==> src/logic/tetrisPkg.sv <==
package tetrisPkg;

	// Keyboard codes as levels from the keyboard block.
	localparam logic [7:0] keySpace = 8'h2C;
	localparam logic [7:0] keyPause = 8'd19;  // P
	localparam logic [7:0] keyResume = 8'd24; // U
	localparam logic [7:0] keyHold = 8'd43;   // Tab
	localparam logic [7:0] keyEscape = 8'h29;

	// Screen select for the video side.
	localparam logic [2:0] screenPlay = 3'd0;
	localparam logic [2:0] screenPaused = 3'd1;
	localparam logic [2:0] screenTitle = 3'd2;
	localparam logic [2:0] screenEnd = 3'd3;

	localparam int fieldRows = 16;
	localparam int fallPeriod = 4; // Clocks per fall step.
	localparam int stackLimit = 12;

	localparam logic [15:0] lfsrSeed = 16'hACE1;

	// Flat word for moving pieces around, rows for measuring them.
	typedef union packed
	{
		logic [15:0] flat;
		logic [3:0][3:0] rows;
	} pieceShape_t;

	// Top row in the high nibble.
	localparam logic [15:0] shapeTable [7] = '{
		16'h4444, // Upright I.
		16'h6600, // O
		16'h4E00, // T
		16'h6C00, // S
		16'hC600, // Z
		16'h8E00, // J
		16'h2E00  // L
	};

endpackage

==> src/logic/fieldIf.sv <==
`timescale 1ns/1ps

interface fieldIf;

	logic resetBlocks; // Restart the piece; with pause high also clear the stack.
	logic pause;
	logic hitBottom;   // One cycle per landing.
	logic endGame;

	modport ctrl
	(
		output resetBlocks, pause,
		input hitBottom, endGame
	);

	modport field
	(
		input resetBlocks, pause,
		output hitBottom, endGame
	);

endinterface

==> src/logic/gameController.sv <==
`timescale 1ns/1ps

module gameController import tetrisPkg::*;
(
	input logic Clk,
	input logic rstN,
	input logic [7:0] keyCode,
	fieldIf.ctrl field,
	output pieceShape_t blockState,
	output logic [5:0] spriteIndex,
	output pieceShape_t holdState,
	output logic [5:0] holdIndex,
	output pieceShape_t queueState,
	output logic [5:0] queueIndex,
	output logic [2:0] screen
);

	enum logic [3:0] {Wait, Drop1, Drop2, DropNoReset, Falling, Hold1, Bottom, PauseState,
		EndScreen} state, nextState;

	logic canHold, canHoldNext;
	logic resetPiece, resetBlocksNext, pauseNext;
	logic [2:0] screenNext;
	pieceShape_t blockNext, holdNext, queueNext, pickState;
	logic [5:0] spriteNext, holdIndexNext, queueIndexNext, pickIndex;

	pieceGenerator picker
	(
		.Clk,
		.rstN,
		.pickPiece(resetPiece),
		.blockState(pickState),
		.spriteIndex(pickIndex)
	);

	always_ff @(posedge Clk)
	begin
		if (!rstN)
		begin
			state <= Wait;
			canHold <= 1'b1;
			holdState <= '0;
			queueState <= '0;
			field.resetBlocks <= 1'b1;
			field.pause <= 1'b1;
			screen <= screenTitle;
		end
		else
		begin
			state <= nextState;
			canHold <= canHoldNext;
			holdState <= holdNext;
			queueState <= queueNext;
			field.resetBlocks <= resetBlocksNext;
			field.pause <= pauseNext;
			screen <= screenNext;
		end
	end

	always_ff @(posedge Clk)
	begin
		blockState <= blockNext;
		spriteIndex <= spriteNext;
		holdIndex <= holdIndexNext;
		queueIndex <= queueIndexNext;
	end

	always_comb
	begin
		nextState = state;
		unique case (state)
			Wait:
				if (keyCode == keySpace && queueState.flat != '0)
					nextState = Drop1;
			Drop1:
				nextState = Drop2;
			Drop2, DropNoReset:
				nextState = Falling;
			Falling:
				if (field.hitBottom)
					nextState = Bottom;
				else if (keyCode == keyPause)
					nextState = PauseState;
				else if (keyCode == keyHold && canHold)
					nextState = Hold1;
				else if (keyCode == keyEscape)
					nextState = Wait;
			Hold1:
				nextState = DropNoReset;
			Bottom:
				nextState = field.endGame ? EndScreen : Drop1;
			PauseState:
				if (keyCode == keyResume)
					nextState = Falling;
			EndScreen:
				if (keyCode == keyEscape)
					nextState = Wait;
			default:
				nextState = Wait;
		endcase
	end

	always_comb
	begin
		canHoldNext = canHold;
		blockNext = blockState;
		spriteNext = spriteIndex;
		holdNext = holdState;
		holdIndexNext = holdIndex;
		queueNext = queueState;
		queueIndexNext = queueIndex;
		resetBlocksNext = 1'b0;
		resetPiece = 1'b0;
		case (state)
			Wait:
			begin
				resetBlocksNext = 1'b1;
				holdNext = '0;
				canHoldNext = 1'b1;
				// Two picks fill the queue and leave one waiting in the generator.
				if (queueState.flat == '0)
				begin
					resetPiece = 1'b1;
					queueNext = pickState;
					queueIndexNext = pickIndex;
				end
			end
			Drop1:
			begin
				resetBlocksNext = 1'b1;
				blockNext = queueState;
				spriteNext = queueIndex;
			end
			Drop2:
			begin
				resetPiece = 1'b1;
				queueNext = pickState;
				queueIndexNext = pickIndex;
			end
			DropNoReset:
				resetBlocksNext = 1'b1;
			Hold1:
			begin
				holdNext = blockState;
				holdIndexNext = spriteIndex;
				canHoldNext = 1'b0;
				if (holdState.flat == '0) // First hold takes from the queue.
				begin
					resetPiece = 1'b1;
					blockNext = queueState;
					spriteNext = queueIndex;
					queueNext = pickState;
					queueIndexNext = pickIndex;
				end
				else
				begin
					blockNext = holdState;
					spriteNext = holdIndex;
				end
			end
			Bottom:
				canHoldNext = 1'b1;
			EndScreen:
				resetBlocksNext = 1'b1;
			default:
			begin
			end
		endcase
	end

	// Decoded from the next state so the registers line up with the state.
	always_comb
	begin
		pauseNext = 1'b1;
		case (nextState)
			Wait: screenNext = screenTitle;
			PauseState: screenNext = screenPaused;
			EndScreen: screenNext = screenEnd;
			default:
			begin
				screenNext = screenPlay;
				pauseNext = 1'b0;
			end
		endcase
	end

	stateLegal: assert property (@(posedge Clk) disable iff (!rstN)
		state inside {Wait, Drop1, Drop2, DropNoReset, Falling, Hold1, Bottom, PauseState,
		EndScreen})
		else $error("Illegal controller state %h", state);

	pausedOffPlay: assert property (@(posedge Clk) disable iff (!rstN)
		screen != screenPlay |-> field.pause)
		else $error("Screen %h shown while the field runs", screen);

endmodule

==> src/logic/pieceGenerator.sv <==
`timescale 1ns/1ps

module pieceGenerator import tetrisPkg::*;
(
	input logic Clk,
	input logic rstN,
	input logic pickPiece,
	output pieceShape_t blockState,
	output logic [5:0] spriteIndex
);

	logic [15:0] lfsr;
	logic [15:0] lfsrNext;
	logic feedback;
	logic [2:0] pickIndex;

	always_comb
	begin
		feedback = lfsr[15] ^ lfsr[13] ^ lfsr[12] ^ lfsr[10]; // Taps 16, 14, 13, 11.
		lfsrNext = {lfsr[14:0], feedback};
		pickIndex = 3'(lfsrNext[2:0] % 3'd7);
	end

	// A zero shape after reset tells the controller nothing is picked yet.
	always_ff @(posedge Clk)
	begin
		if (!rstN)
		begin
			lfsr <= lfsrSeed;
			blockState <= '0;
			spriteIndex <= '0;
		end
		else if (pickPiece)
		begin
			lfsr <= lfsrNext;
			blockState.flat <= shapeTable[pickIndex];
			spriteIndex <= {3'b000, pickIndex};
		end
	end

	// Zero is the lock-up state of this LFSR.
	lfsrNonZero: assert property (@(posedge Clk) disable iff (!rstN) lfsr != 16'h0000)
		else $error("LFSR stuck at zero");

endmodule

==> src/logic/playfieldTracker.sv <==
`timescale 1ns/1ps

module playfieldTracker import tetrisPkg::*;
(
	input logic Clk,
	input logic rstN,
	fieldIf.field field,
	input pieceShape_t blockState,
	output logic [3:0] pieceRow,
	output logic [4:0] stackHeight
);

	logic [$clog2(fallPeriod)-1:0] fallTimer;
	logic [2:0] pieceHeight;
	logic landed; // Frozen until the controller restarts the piece.
	logic timerDone;
	logic atBottom;
	logic [5:0] stackSum;

	always_comb
	begin
		pieceHeight = '0;
		for (int r = 0; r < 4; r++)
			if (blockState.rows[r] != 4'h0)
				pieceHeight = pieceHeight + 3'd1;
		timerDone = int'(fallTimer) == fallPeriod - 1;
		atBottom = {2'b00, pieceRow} + {3'b000, pieceHeight} >=
			6'(fieldRows) - {1'b0, stackHeight};
		stackSum = {1'b0, stackHeight} + {3'b000, pieceHeight};
	end

	always_ff @(posedge Clk)
	begin
		if (!rstN)
		begin
			fallTimer <= '0;
			pieceRow <= '0;
			stackHeight <= '0;
			landed <= 1'b0;
			field.hitBottom <= 1'b0;
		end
		else
		begin
			field.hitBottom <= 1'b0;
			if (field.resetBlocks)
			begin
				fallTimer <= '0;
				pieceRow <= '0;
				landed <= 1'b0;
				if (field.pause) // Title and end screen.
					stackHeight <= '0;
			end
			else if (!field.pause && !landed)
			begin
				fallTimer <= timerDone ? '0 : fallTimer + 1'b1;
				if (timerDone && atBottom)
				begin
					field.hitBottom <= 1'b1;
					landed <= 1'b1;
					stackHeight <= (stackSum > 6'(fieldRows)) ? 5'(fieldRows) : stackSum[4:0];
				end
				else if (timerDone)
					pieceRow <= pieceRow + 4'd1;
			end
		end
	end

	assign field.endGame = stackHeight >= 5'(stackLimit);

	stackBounded: assert property (@(posedge Clk) disable iff (!rstN)
		stackHeight <= 5'(fieldRows))
		else $error("Stack height %h above field", stackHeight);

endmodule

==> src/logic/tetrisTop.sv <==
`timescale 1ns/1ps

module tetrisTop
(
	input logic Clk,
	input logic rstN,
	input logic [7:0] keyCode,
	output logic [15:0] blockState,
	output logic [15:0] holdState,
	output logic [15:0] queueState,
	output logic [5:0] spriteIndex,
	output logic [5:0] holdIndex,
	output logic [5:0] queueIndex,
	output logic pause,
	output logic [2:0] screen,
	output logic [3:0] pieceRow,
	output logic [4:0] stackHeight
);

	fieldIf fieldBus();

	gameController controller
	(
		.Clk,
		.rstN,
		.keyCode,
		.field(fieldBus.ctrl),
		.blockState,
		.spriteIndex,
		.holdState,
		.holdIndex,
		.queueState,
		.queueIndex,
		.screen
	);

	playfieldTracker tracker
	(
		.Clk,
		.rstN,
		.field(fieldBus.field),
		.blockState,
		.pieceRow,
		.stackHeight
	);

	assign pause = fieldBus.pause;

endmodule

==> config.mk <==
export PLATFORM = sky130hd
export DESIGN_NAME = tetrisTop
export DESIGN_NICKNAME = d
export VERILOG_FILES = /design/src/logic/tetrisPkg.sv /design/src/logic/fieldIf.sv /design/src/logic/gameController.sv /design/src/logic/pieceGenerator.sv /design/src/logic/playfieldTracker.sv /design/src/logic/tetrisTop.sv
export SDC_FILE = /design/constraint.sdc
export NUM_CORES = 1
export LEC_CHECK = 0
export BUFFER_PORTS_ARGS = -buffer_cell sky130_fd_sc_hd__buf_4
export CORE_MARGIN = 8
export CORE_UTILIZATION = 58
export CTS_BUF_LIST = sky130_fd_sc_hd__clkbuf_8
export CTS_CLUSTER_DIAMETER = 50
export DETAILED_ROUTE_END_ITERATION = 7
export HOLD_SLACK_MARGIN = 0.12
export PLACE_DENSITY = 0.95
export SLEW_MARGIN = 0
export SYNTH_ARGS = -nofsm -noshare
export SYNTH_HDL_FRONTEND = slang
export SYNTH_SLANG_ARGS = --single-unit
==> constraint.sdc <==
create_clock -name Clk -period 5.45 [get_ports Clk]
set_input_delay 0.8175 -clock Clk [delete_from_list [all_inputs] [get_ports Clk]]
set_output_delay 0.8175 -clock Clk [all_outputs]
set_load 0.05 [all_outputs]
==> summary.md, run 1 <==
| Metric | Value |
|---|---|
| Share of the synthesized area in the top cell type | 0.289 |
| Logic pwr share | 0.407 |
| Initial antenna violation count | 0 |
| Asr flop ratio synth | 0 |
| IO Port Bufs | 76 |
| Num CTS Buffers | 9 |
| Die ar. | 11700 µm² |
| Max clock buf depth | 2 |
| Netlist cell types | 60 |
| DR iter-0 viols | 176 |
| Pin count of the biggest net entering global routing | 60 |
| Int Pwr | 1.59 mW |
| Total GRT Usage | 0.188 |
| CP Data Required Time | 5.73 ns |
| Final WL | 10800 µm |
| Via count | 3644 |
| RR Startpoint | controller.blockState[1]$_SDFFCE_PP0P_ |
| Fin nets | 555 |
| CTS Hold Bufs | 0 |
| Fin crit share | 0.825 |
| Final Setup Violations | 0 |
| Vias per cell | 5.76 |
| Worst-skew pair later-pin latency | 0.38 ns |
| Clock root buffer | clkbuf_8 |
| DR WL/cell | 17.1 µm |
| Final-report max-slew violation count | 0 |
| Layout cells sized above 1 | 0.222 |
| CP peak stage delay | 0.45 ns |
| Setup crit start kind | flop |
| CP endpoint kind | flop |
| Switching Power | 943 µW |
| Post-synth EDFFs | 31 |
| Core Box Area | 8220 µm² |
| Status | finished, final reports clean |
| Worst min-delay path class | flop to flop |
| Met1 WL | 4510 µm |
| Post-layout min period | 4.50 ns |
| Mean Syn Cell Area | 10.7 µm² |
| Non-Filler Instances | 633 |
| Hold Crit Start | controller.picker.spriteIndex[2]$_SDFFE_PN0P_ |
| Layout Area Growth over Synthesis | 15.0% |
| Hold WS | 0.439 ns |
| Inserted Diodes | 0 |
| Reg power frac | 0.394 |
| Die width | 108 µm |
| Hold endpoint | controller.queueIndex[2]$_DFFE_PP_ |
| P_leak | 2.30 nW |
| Cells after DPL | 617 |
| Post-DP HPWL | 7880 µm |
| Sink Count | 102 |
| FILL cells | 589 |
| Routability congestion estimate | 0.868 |
| Worst slew pin tran | 1.15 ns |
| Fmax | 222 MHz |
| Die H | 108 µm |
| Skew final | 0.0178 ns |
| Seq/Total Area, Yosys | 0.479 |
| Congestion Overflow GR | 0 |
| Crit Path Class | flop to flop |
| Pwr per Cell Area | 448 nW/µm² |
| Fin Setup TNS | 0 ns |
| Reg clk slew, reported paths | 0.10 ns |
| Syn Inst Count | 459 |
| Crit Path Max Fanout | 4 |
| Critical R2R Capture | tracker.stackHeight[3]$_SDFFE_PN0P_ |
| Post-synth top flop | dfxtp_1 |
| DRC errors left | 0 |
| Fin. Hold Viols | 0 |
| Max-cap violation count | 0 |
| # H-tree levels | 3 |
| Io pins | 89 |
| Seq cells post-synth | 102 |
| Sw Share | 0.373 |
| Clock share of power | 0.198 |
| Max VDD drop | 0.000415 V |
| Hold Path Cell Cnt | 0 |
| Slowest cell on the critical path | nor4_1 |
| R2R depth | 15 |
| Starting Density | 0.598 |
| Post_cts resized | 0 |
| DR WL met3 | 663 µm |
| Top layer in use | met4 |
| Wire length of the first global-routing pass | 17800 µm |
| CTS tree | yes |
| Setup bufs post-CTS | 0 |
| Synthesized area | 4910 µm² |
| Number of global-route vias before repair | 3562 |
| 1st-pass router iterations | 4 |
| Top cells by area, synth | dfxtp_1 29%, edfxtp_1 19%, mux2i_1 6.1%, ha_1 5.1%, nor2b_1 4.6% |
| Most area-hungry cell type in the Yosys netlist | dfxtp_1 |
| Row Count | 33 |
| Metal2 WL | 5380 µm |
| Worst rel slew slack | 0.230 |
| Most used cell, CP | ha_1 |
| Data arrival, critical path | 4.78 ns |
| Fin util | 0.688 |
| RSZ-0062 raised after global routing | false |
| Synth warn | 0 |
| Routed Antenna Nets | 0 |
| Crit-path cells | nor4_1, ha_1, xnor2_1, ha_1, mux2_2, ha_1, a21o_1, a21oi_1, xnor2_1, ha_1, nand2_1, o21ai_0, nand3_1, or2_2, o31ai_1 |
| R2R Setup Slk | 0.95 ns |
-- synth_stat cells (all sizes together), types with 6 or more instances --
library cell  number
a22oi             16
nor4              10
mux2              13
clkbuf            15
nand2b            11
mux2i             30
nand2             23
inv               16
edfxtp            31
o21a               6
o21ai             11
nor2              16
ha                20
xnor2             10
a21oi             20
buf               20
and3              13
dfxtp             71
nor2b             36
-- power groups by stage --
stage | sequential [mW] | combinational [mW] | clock (mW)
final | 0.998 | 1.03 | 0.502
after global routing | 1.01 | 1.14 | 0.541
after CTS | 0.997 | 1.04 | 0.509
after detailed placement | 1.01 | 1.03 | 0
after global placement | 1.00 | 0.990 | 0
after floorplan | 1.09 | 0.913 | 0
-- critical path, delay by kind of cell, from the launching register on --
| kind | cells | cell delay [ns] |
|---|---|---|
| muxes | 1 | 0.30 |
| and+or+nand+nor | 4 | 1.10 |
| xor gates and xnor gates | 2 | 0.40 |
| adders and majority gates | 4 | 1.23 |
| DFF | 1 | 0.44 |
| AOI/OAI and AO/OA | 4 | 0.94 |
-- logic make-up after synthesis --
kind of cell / count (synthesis) / synth area share
compound gates: 84 / 0.118
xor+xnor: 15 / 0.0267
fa+ha+maj: 22 / 0.0591
buf+inv: 51 / 0.0603
flops: 102 / 0.479
mux: 43 / 0.0909
other cells: 1 / 0.000763
simple gates: 141 / 0.165
-- cells in the final DEF, fill, tap and decap left out, types with 2 or more instances in the layout --
cell	n
o2bb2ai_1	4
nand3b_1	4
a21o_1	4
fa_1	2
a22oi_1	16
a21oi_1	20
inv_1	16
nor4_1	10
and3_1	12
buf_4	77
nor4b_1	2
mux2i_1	30
ha_1	20
xnor2_1	10
or2_2	4
clkbuf_8	9
a21boi_1	2
nor3_1	4
and2_1	2
a31oi_1	2
o22ai_1	2
nand4_1	2
mux2_2	13
nor2_1	15
a21boi_0	2
nor2b_1	36
o21ai_0	11
nand2_1	22
edfxtp_1	31
dfxtp_1	71
nor3b_1	5
conb_1	12
a211oi_1	3
nand2b_1	11
o21a_1	6
nand3_1	3
xor2_1	5
inv_6	2
-- how the worst max path moves through the flow --
stage          slack (ns)                              startpoint                                   to  depth (start not counted)
6_report             0.95  controller.blockState[1]$_SDFFCE_PP0P_  tracker.stackHeight[3]$_SDFFE_PN0P_                         15
5_1_grt              0.56  controller.blockState[4]$_SDFFCE_PP0P_  tracker.stackHeight[3]$_SDFFE_PN0P_                         15
4_1_cts              0.96  controller.blockState[1]$_SDFFCE_PP0P_     tracker.pieceRow[1]$_SDFFE_PP0P_                         15
3_5_place_dp         1.07  controller.blockState[1]$_SDFFCE_PP0P_     tracker.pieceRow[3]$_SDFFE_PP0P_                         15
3_3_place_gp         1.35  controller.blockState[4]$_SDFFCE_PP0P_     tracker.pieceRow[3]$_SDFFE_PP0P_                         15
2_1_floorplan        1.26  controller.blockState[4]$_SDFFCE_PP0P_     tracker.pieceRow[3]$_SDFFE_PP0P_                         15
-- registers in the layout, summed over array words and instances, names as in the netlist, 2 cells and up --
register,flops
controller.blockState,16
controller.holdIndex,6
controller.holdState,16
controller.picker.blockState,7
controller.picker.lfsr,16
controller.picker.spriteIndex,3
controller.queueIndex,3
controller.queueState,7
controller.screen,2
controller.spriteIndex,6
controller.state,4
tracker.fallTimer,2
tracker.pieceRow,4
tracker.stackHeight,5
-- through the flow --
step	setup WS [ns]	power, mW	area (µm²)
3_5_place_dp	1.07	2.04	5440
5_1_grt	0.560	2.70	5650
6_report	0.952	2.53	5650
2_1_floorplan	1.26	2.01	4960
4_1_cts	0.955	2.55	5650
3_3_place_gp	1.35	1.99	5440
-- per-layer routing --
layer  up-vias  track usage
met5         -            0
met4         0       0.0833
met3        27       0.0428
met2       122        0.316
met1      1746        0.226
li1       1749            -
-- area by class of cell --
cell class | instances | area, µm² | area share
multi-input combinational | 317 | 2320 | 0.410
sequential | 102 | 2350 | 0.416
timing repair buffer | 77 | 578 | 0.102
clock inverter | 7 | 91.3 | 0.0162
inverter | 16 | 60.1 | 0.0106
tap | 105 | 131 | 0.0232
clock buffer | 9 | 124 | 0.0219
(Power assumes the default switching activity.)
==> inputs of run 2 (changes only) <==
--- a/config.mk
+++ b/config.mk
@@ -7,12 +7,12 @@
 export LEC_CHECK = 0
 export BUFFER_PORTS_ARGS = -buffer_cell sky130_fd_sc_hd__buf_4
 export CORE_MARGIN = 8
-export CORE_UTILIZATION = 58
+export CORE_UTILIZATION = 52
 export CTS_BUF_LIST = sky130_fd_sc_hd__clkbuf_8
 export CTS_CLUSTER_DIAMETER = 50
 export DETAILED_ROUTE_END_ITERATION = 7
 export HOLD_SLACK_MARGIN = 0.12
-export PLACE_DENSITY = 0.95
+export PLACE_DENSITY = 0.9
 export SLEW_MARGIN = 0
 export SYNTH_ARGS = -nofsm -noshare
 export SYNTH_HDL_FRONTEND = slang
==> constraint.sdc (replaced) <==
create_clock -name Clk -period 4 [get_ports Clk]
set_input_delay 0.6 -clock Clk [delete_from_list [all_inputs] [get_ports Clk]]
set_output_delay 0.6 -clock Clk [all_outputs]
set_load 0.05 [all_outputs]
==> run 2 against run 1 <==
Cell area up 3.7%. Sequential power rose by 36%. Via count rose by 1.4%. Highest routed layer unchanged. Hold slack gained 0.0082 ns. Utilization down 5.0 points. Final cell count increased by 2.8%. Largest power group unchanged.
==> summary.md, run 2 (synthesis results as in run 1) <==
| Metric | Value |
|---|---|
| Die ar. | 12800 µm² |
| Via count | 3694 |
| Worst rel slew slack | 0.248 |
| Pwr per Cell Area | 600 nW/µm² |
| Max-cap violation count | 0 |
| FILL cells | 691 |
| Hold endpoint | controller.queueIndex[0]$_DFFE_PP_ |
| Core Box Area | 9200 µm² |
| Fin nets | 567 |
| Critical R2R Capture | tracker.stackHeight[3]$_SDFFE_PN0P_ |
| Num CTS Buffers | 9 |
| Hold Path Cell Cnt | 0 |
| Final Setup Violations | 0 |
| Number of global-route vias before repair | 3619 |
| Initial antenna violation count | 0 |
| Final-report max-slew violation count | 0 |
| Final WL | 11200 µm |
| CP Data Required Time | 4.28 ns |
| Reg clk slew, reported paths | 0.11 ns |
| Layout Area Growth over Synthesis | 19.3% |
| P_leak | 2.39 nW |
| Fin. Hold Viols | 0 |
| Post-DP HPWL | 8080 µm |
| Worst slew pin tran | 1.13 ns |
| Worst min-delay path class | flop to flop |
| Crit path from | controller.blockState[7]$_SDFFCE_PP0P_ |
| Inserted Diodes | 0 |
| R2R Setup Slk | 0.19 ns |
| Largest regs | controller.blockState: 16 flops, controller.holdState: 16 flops, controller.picker.lfsr: 16 flops |
| # H-tree levels | 3 |
| Sink Count | 102 |
| Fmax | 262 MHz |
| Commonest non-fill, non-tap cell in the layout | buf_4 |
| DR WL/cell | 17.3 µm |
| CP endpoint kind | flop |
| CTS tree | yes |
| Io pins | 89 |
| Hold Crit Start | controller.picker.spriteIndex[0]$_SDFFE_PN0P_ |
| Starting Density | 0.534 |
| Worst-skew pair later-pin latency | 0.38 ns |
| Most frequent cells in the layout | 88 x buf_4, 71 x dfxtp_1, 36 x nor2b_1 |
| Total GRT Usage | 0.171 |
| IO Port Bufs | 76 |
| Routability congestion estimate | 0.827 |
| Data arrival, critical path | 4.09 ns |
| Wire length of the first global-routing pass | 17800 µm |
| Max VDD drop | 0.000459 V |
| Layout cells sized above 1 | 0.261 |
| Total power | 3.52 mW |
| Area occupied by multi-input gates | 2420 µm² |
| DR iter-0 viols | 248 |
| Setup crit start kind | flop |
| Crit Path Max Fanout | 4 |
| Vias per cell | 5.67 |
| Crit Path Class | flop to flop |
| Die width | 113 µm |
| Fin Setup TNS | 0 ns |
| RR Startpoint | controller.blockState[7]$_SDFFCE_PP0P_ |
| Fin util | 0.638 |
| Post-layout min period | 3.81 ns |
| FF+latch area | 2350 µm² |
| Fin crit share | 0.952 |
| Congestion Overflow GR | 0 |
| DRC errors left | 0 |
| CTS Hold Bufs | 0 |
| Pin count of the biggest net entering global routing | 60 |
| Clock root buffer | clkbuf_8 |
| R2R depth | 15 |
| 1st-pass router iterations | 5 |
| Max clock buf depth | 2 |
| Die H | 113 µm |
| Row Count | 35 |
| Routed Antenna Nets | 0 |
| Skew final | 0.0167 ns |
| Status | finished, final reports clean |
## run 2: layout make-up
type	instances	area share
timing repair buffer	89	0.116
tap	111	0.0237
clock buffer	10	0.0235
sequential	102	0.401
clock inverter	6	0.0128
inverter	16	0.0102
multi-input combinational	317	0.413
## run 2: repair_timing
item	4_1_cts	5_1_grt
gates resized for setup	5	7
pin swaps	3	13
setup endpoints to repair	8	9
setup buffers	2	7
gates cloned	0	0
hold endpoints to repair	0	0
## run 2: how the worst max path moves through the flow
stage                                          end  cells after the start
3_3_place_gp   tracker.stackHeight[3]$_SDFFE_PN0P_                     15
6_report       tracker.stackHeight[3]$_SDFFE_PN0P_                     15
3_5_place_dp   tracker.stackHeight[3]$_SDFFE_PN0P_                     15
4_1_cts        tracker.stackHeight[3]$_SDFFE_PN0P_                     15
2_1_floorplan     tracker.pieceRow[3]$_SDFFE_PP0P_                     15
5_1_grt        tracker.stackHeight[3]$_SDFFE_PN0P_                     16
## run 2: worst max-delay path, cell delays in order (launching register included)
cell	delay, ns
edfxtp_1	0.45
nor4_4	0.33
ha_1	0.31
xnor2_2	0.16
ha_1	0.29
mux2_4	0.30
ha_4	0.21
a21o_1	0.16
a21oi_2	0.13
xnor2_1	0.10
ha_1	0.32
nand2_1	0.10
o21ai_4	0.25
nand3_2	0.14
or2_4	0.29
o31ai_1	0.18
## run 2: power by group
part | leakage [nW] | internal [mW] | switching (mW)
combinational | 1.44 | 0.656 | 0.805
sequential | 0.838 | 1.24 | 0.116
clock | 0.106 | 0.318 | 0.377
total | 2.39 | 2.22 | 1.30
## run 2: metrics by stage
step	area [µm²]	instances	worst slack, ns	hold WS (ns)
finish	5860	651	0.190	0.447
global route	5860	651	-0.0351	0.456
CTS	5770	644	0.00351	0.451
detailed placement	5510	626	-0.108	0.426
global placement	5510	626	0.101	0.417
floorplan	4990	470	0.00667	0.408
## run 2: layer usage
layer | up-vias | GRT usage | wire length [µm]
li1 | 1779 | - | -
met5 | - | 0 | 0
met3 | 21 | 0.0458 | 722
met4 | 0 | 0.0604 | 240
met1 | 1772 | 0.203 | 4710
met2 | 122 | 0.292 | 5560
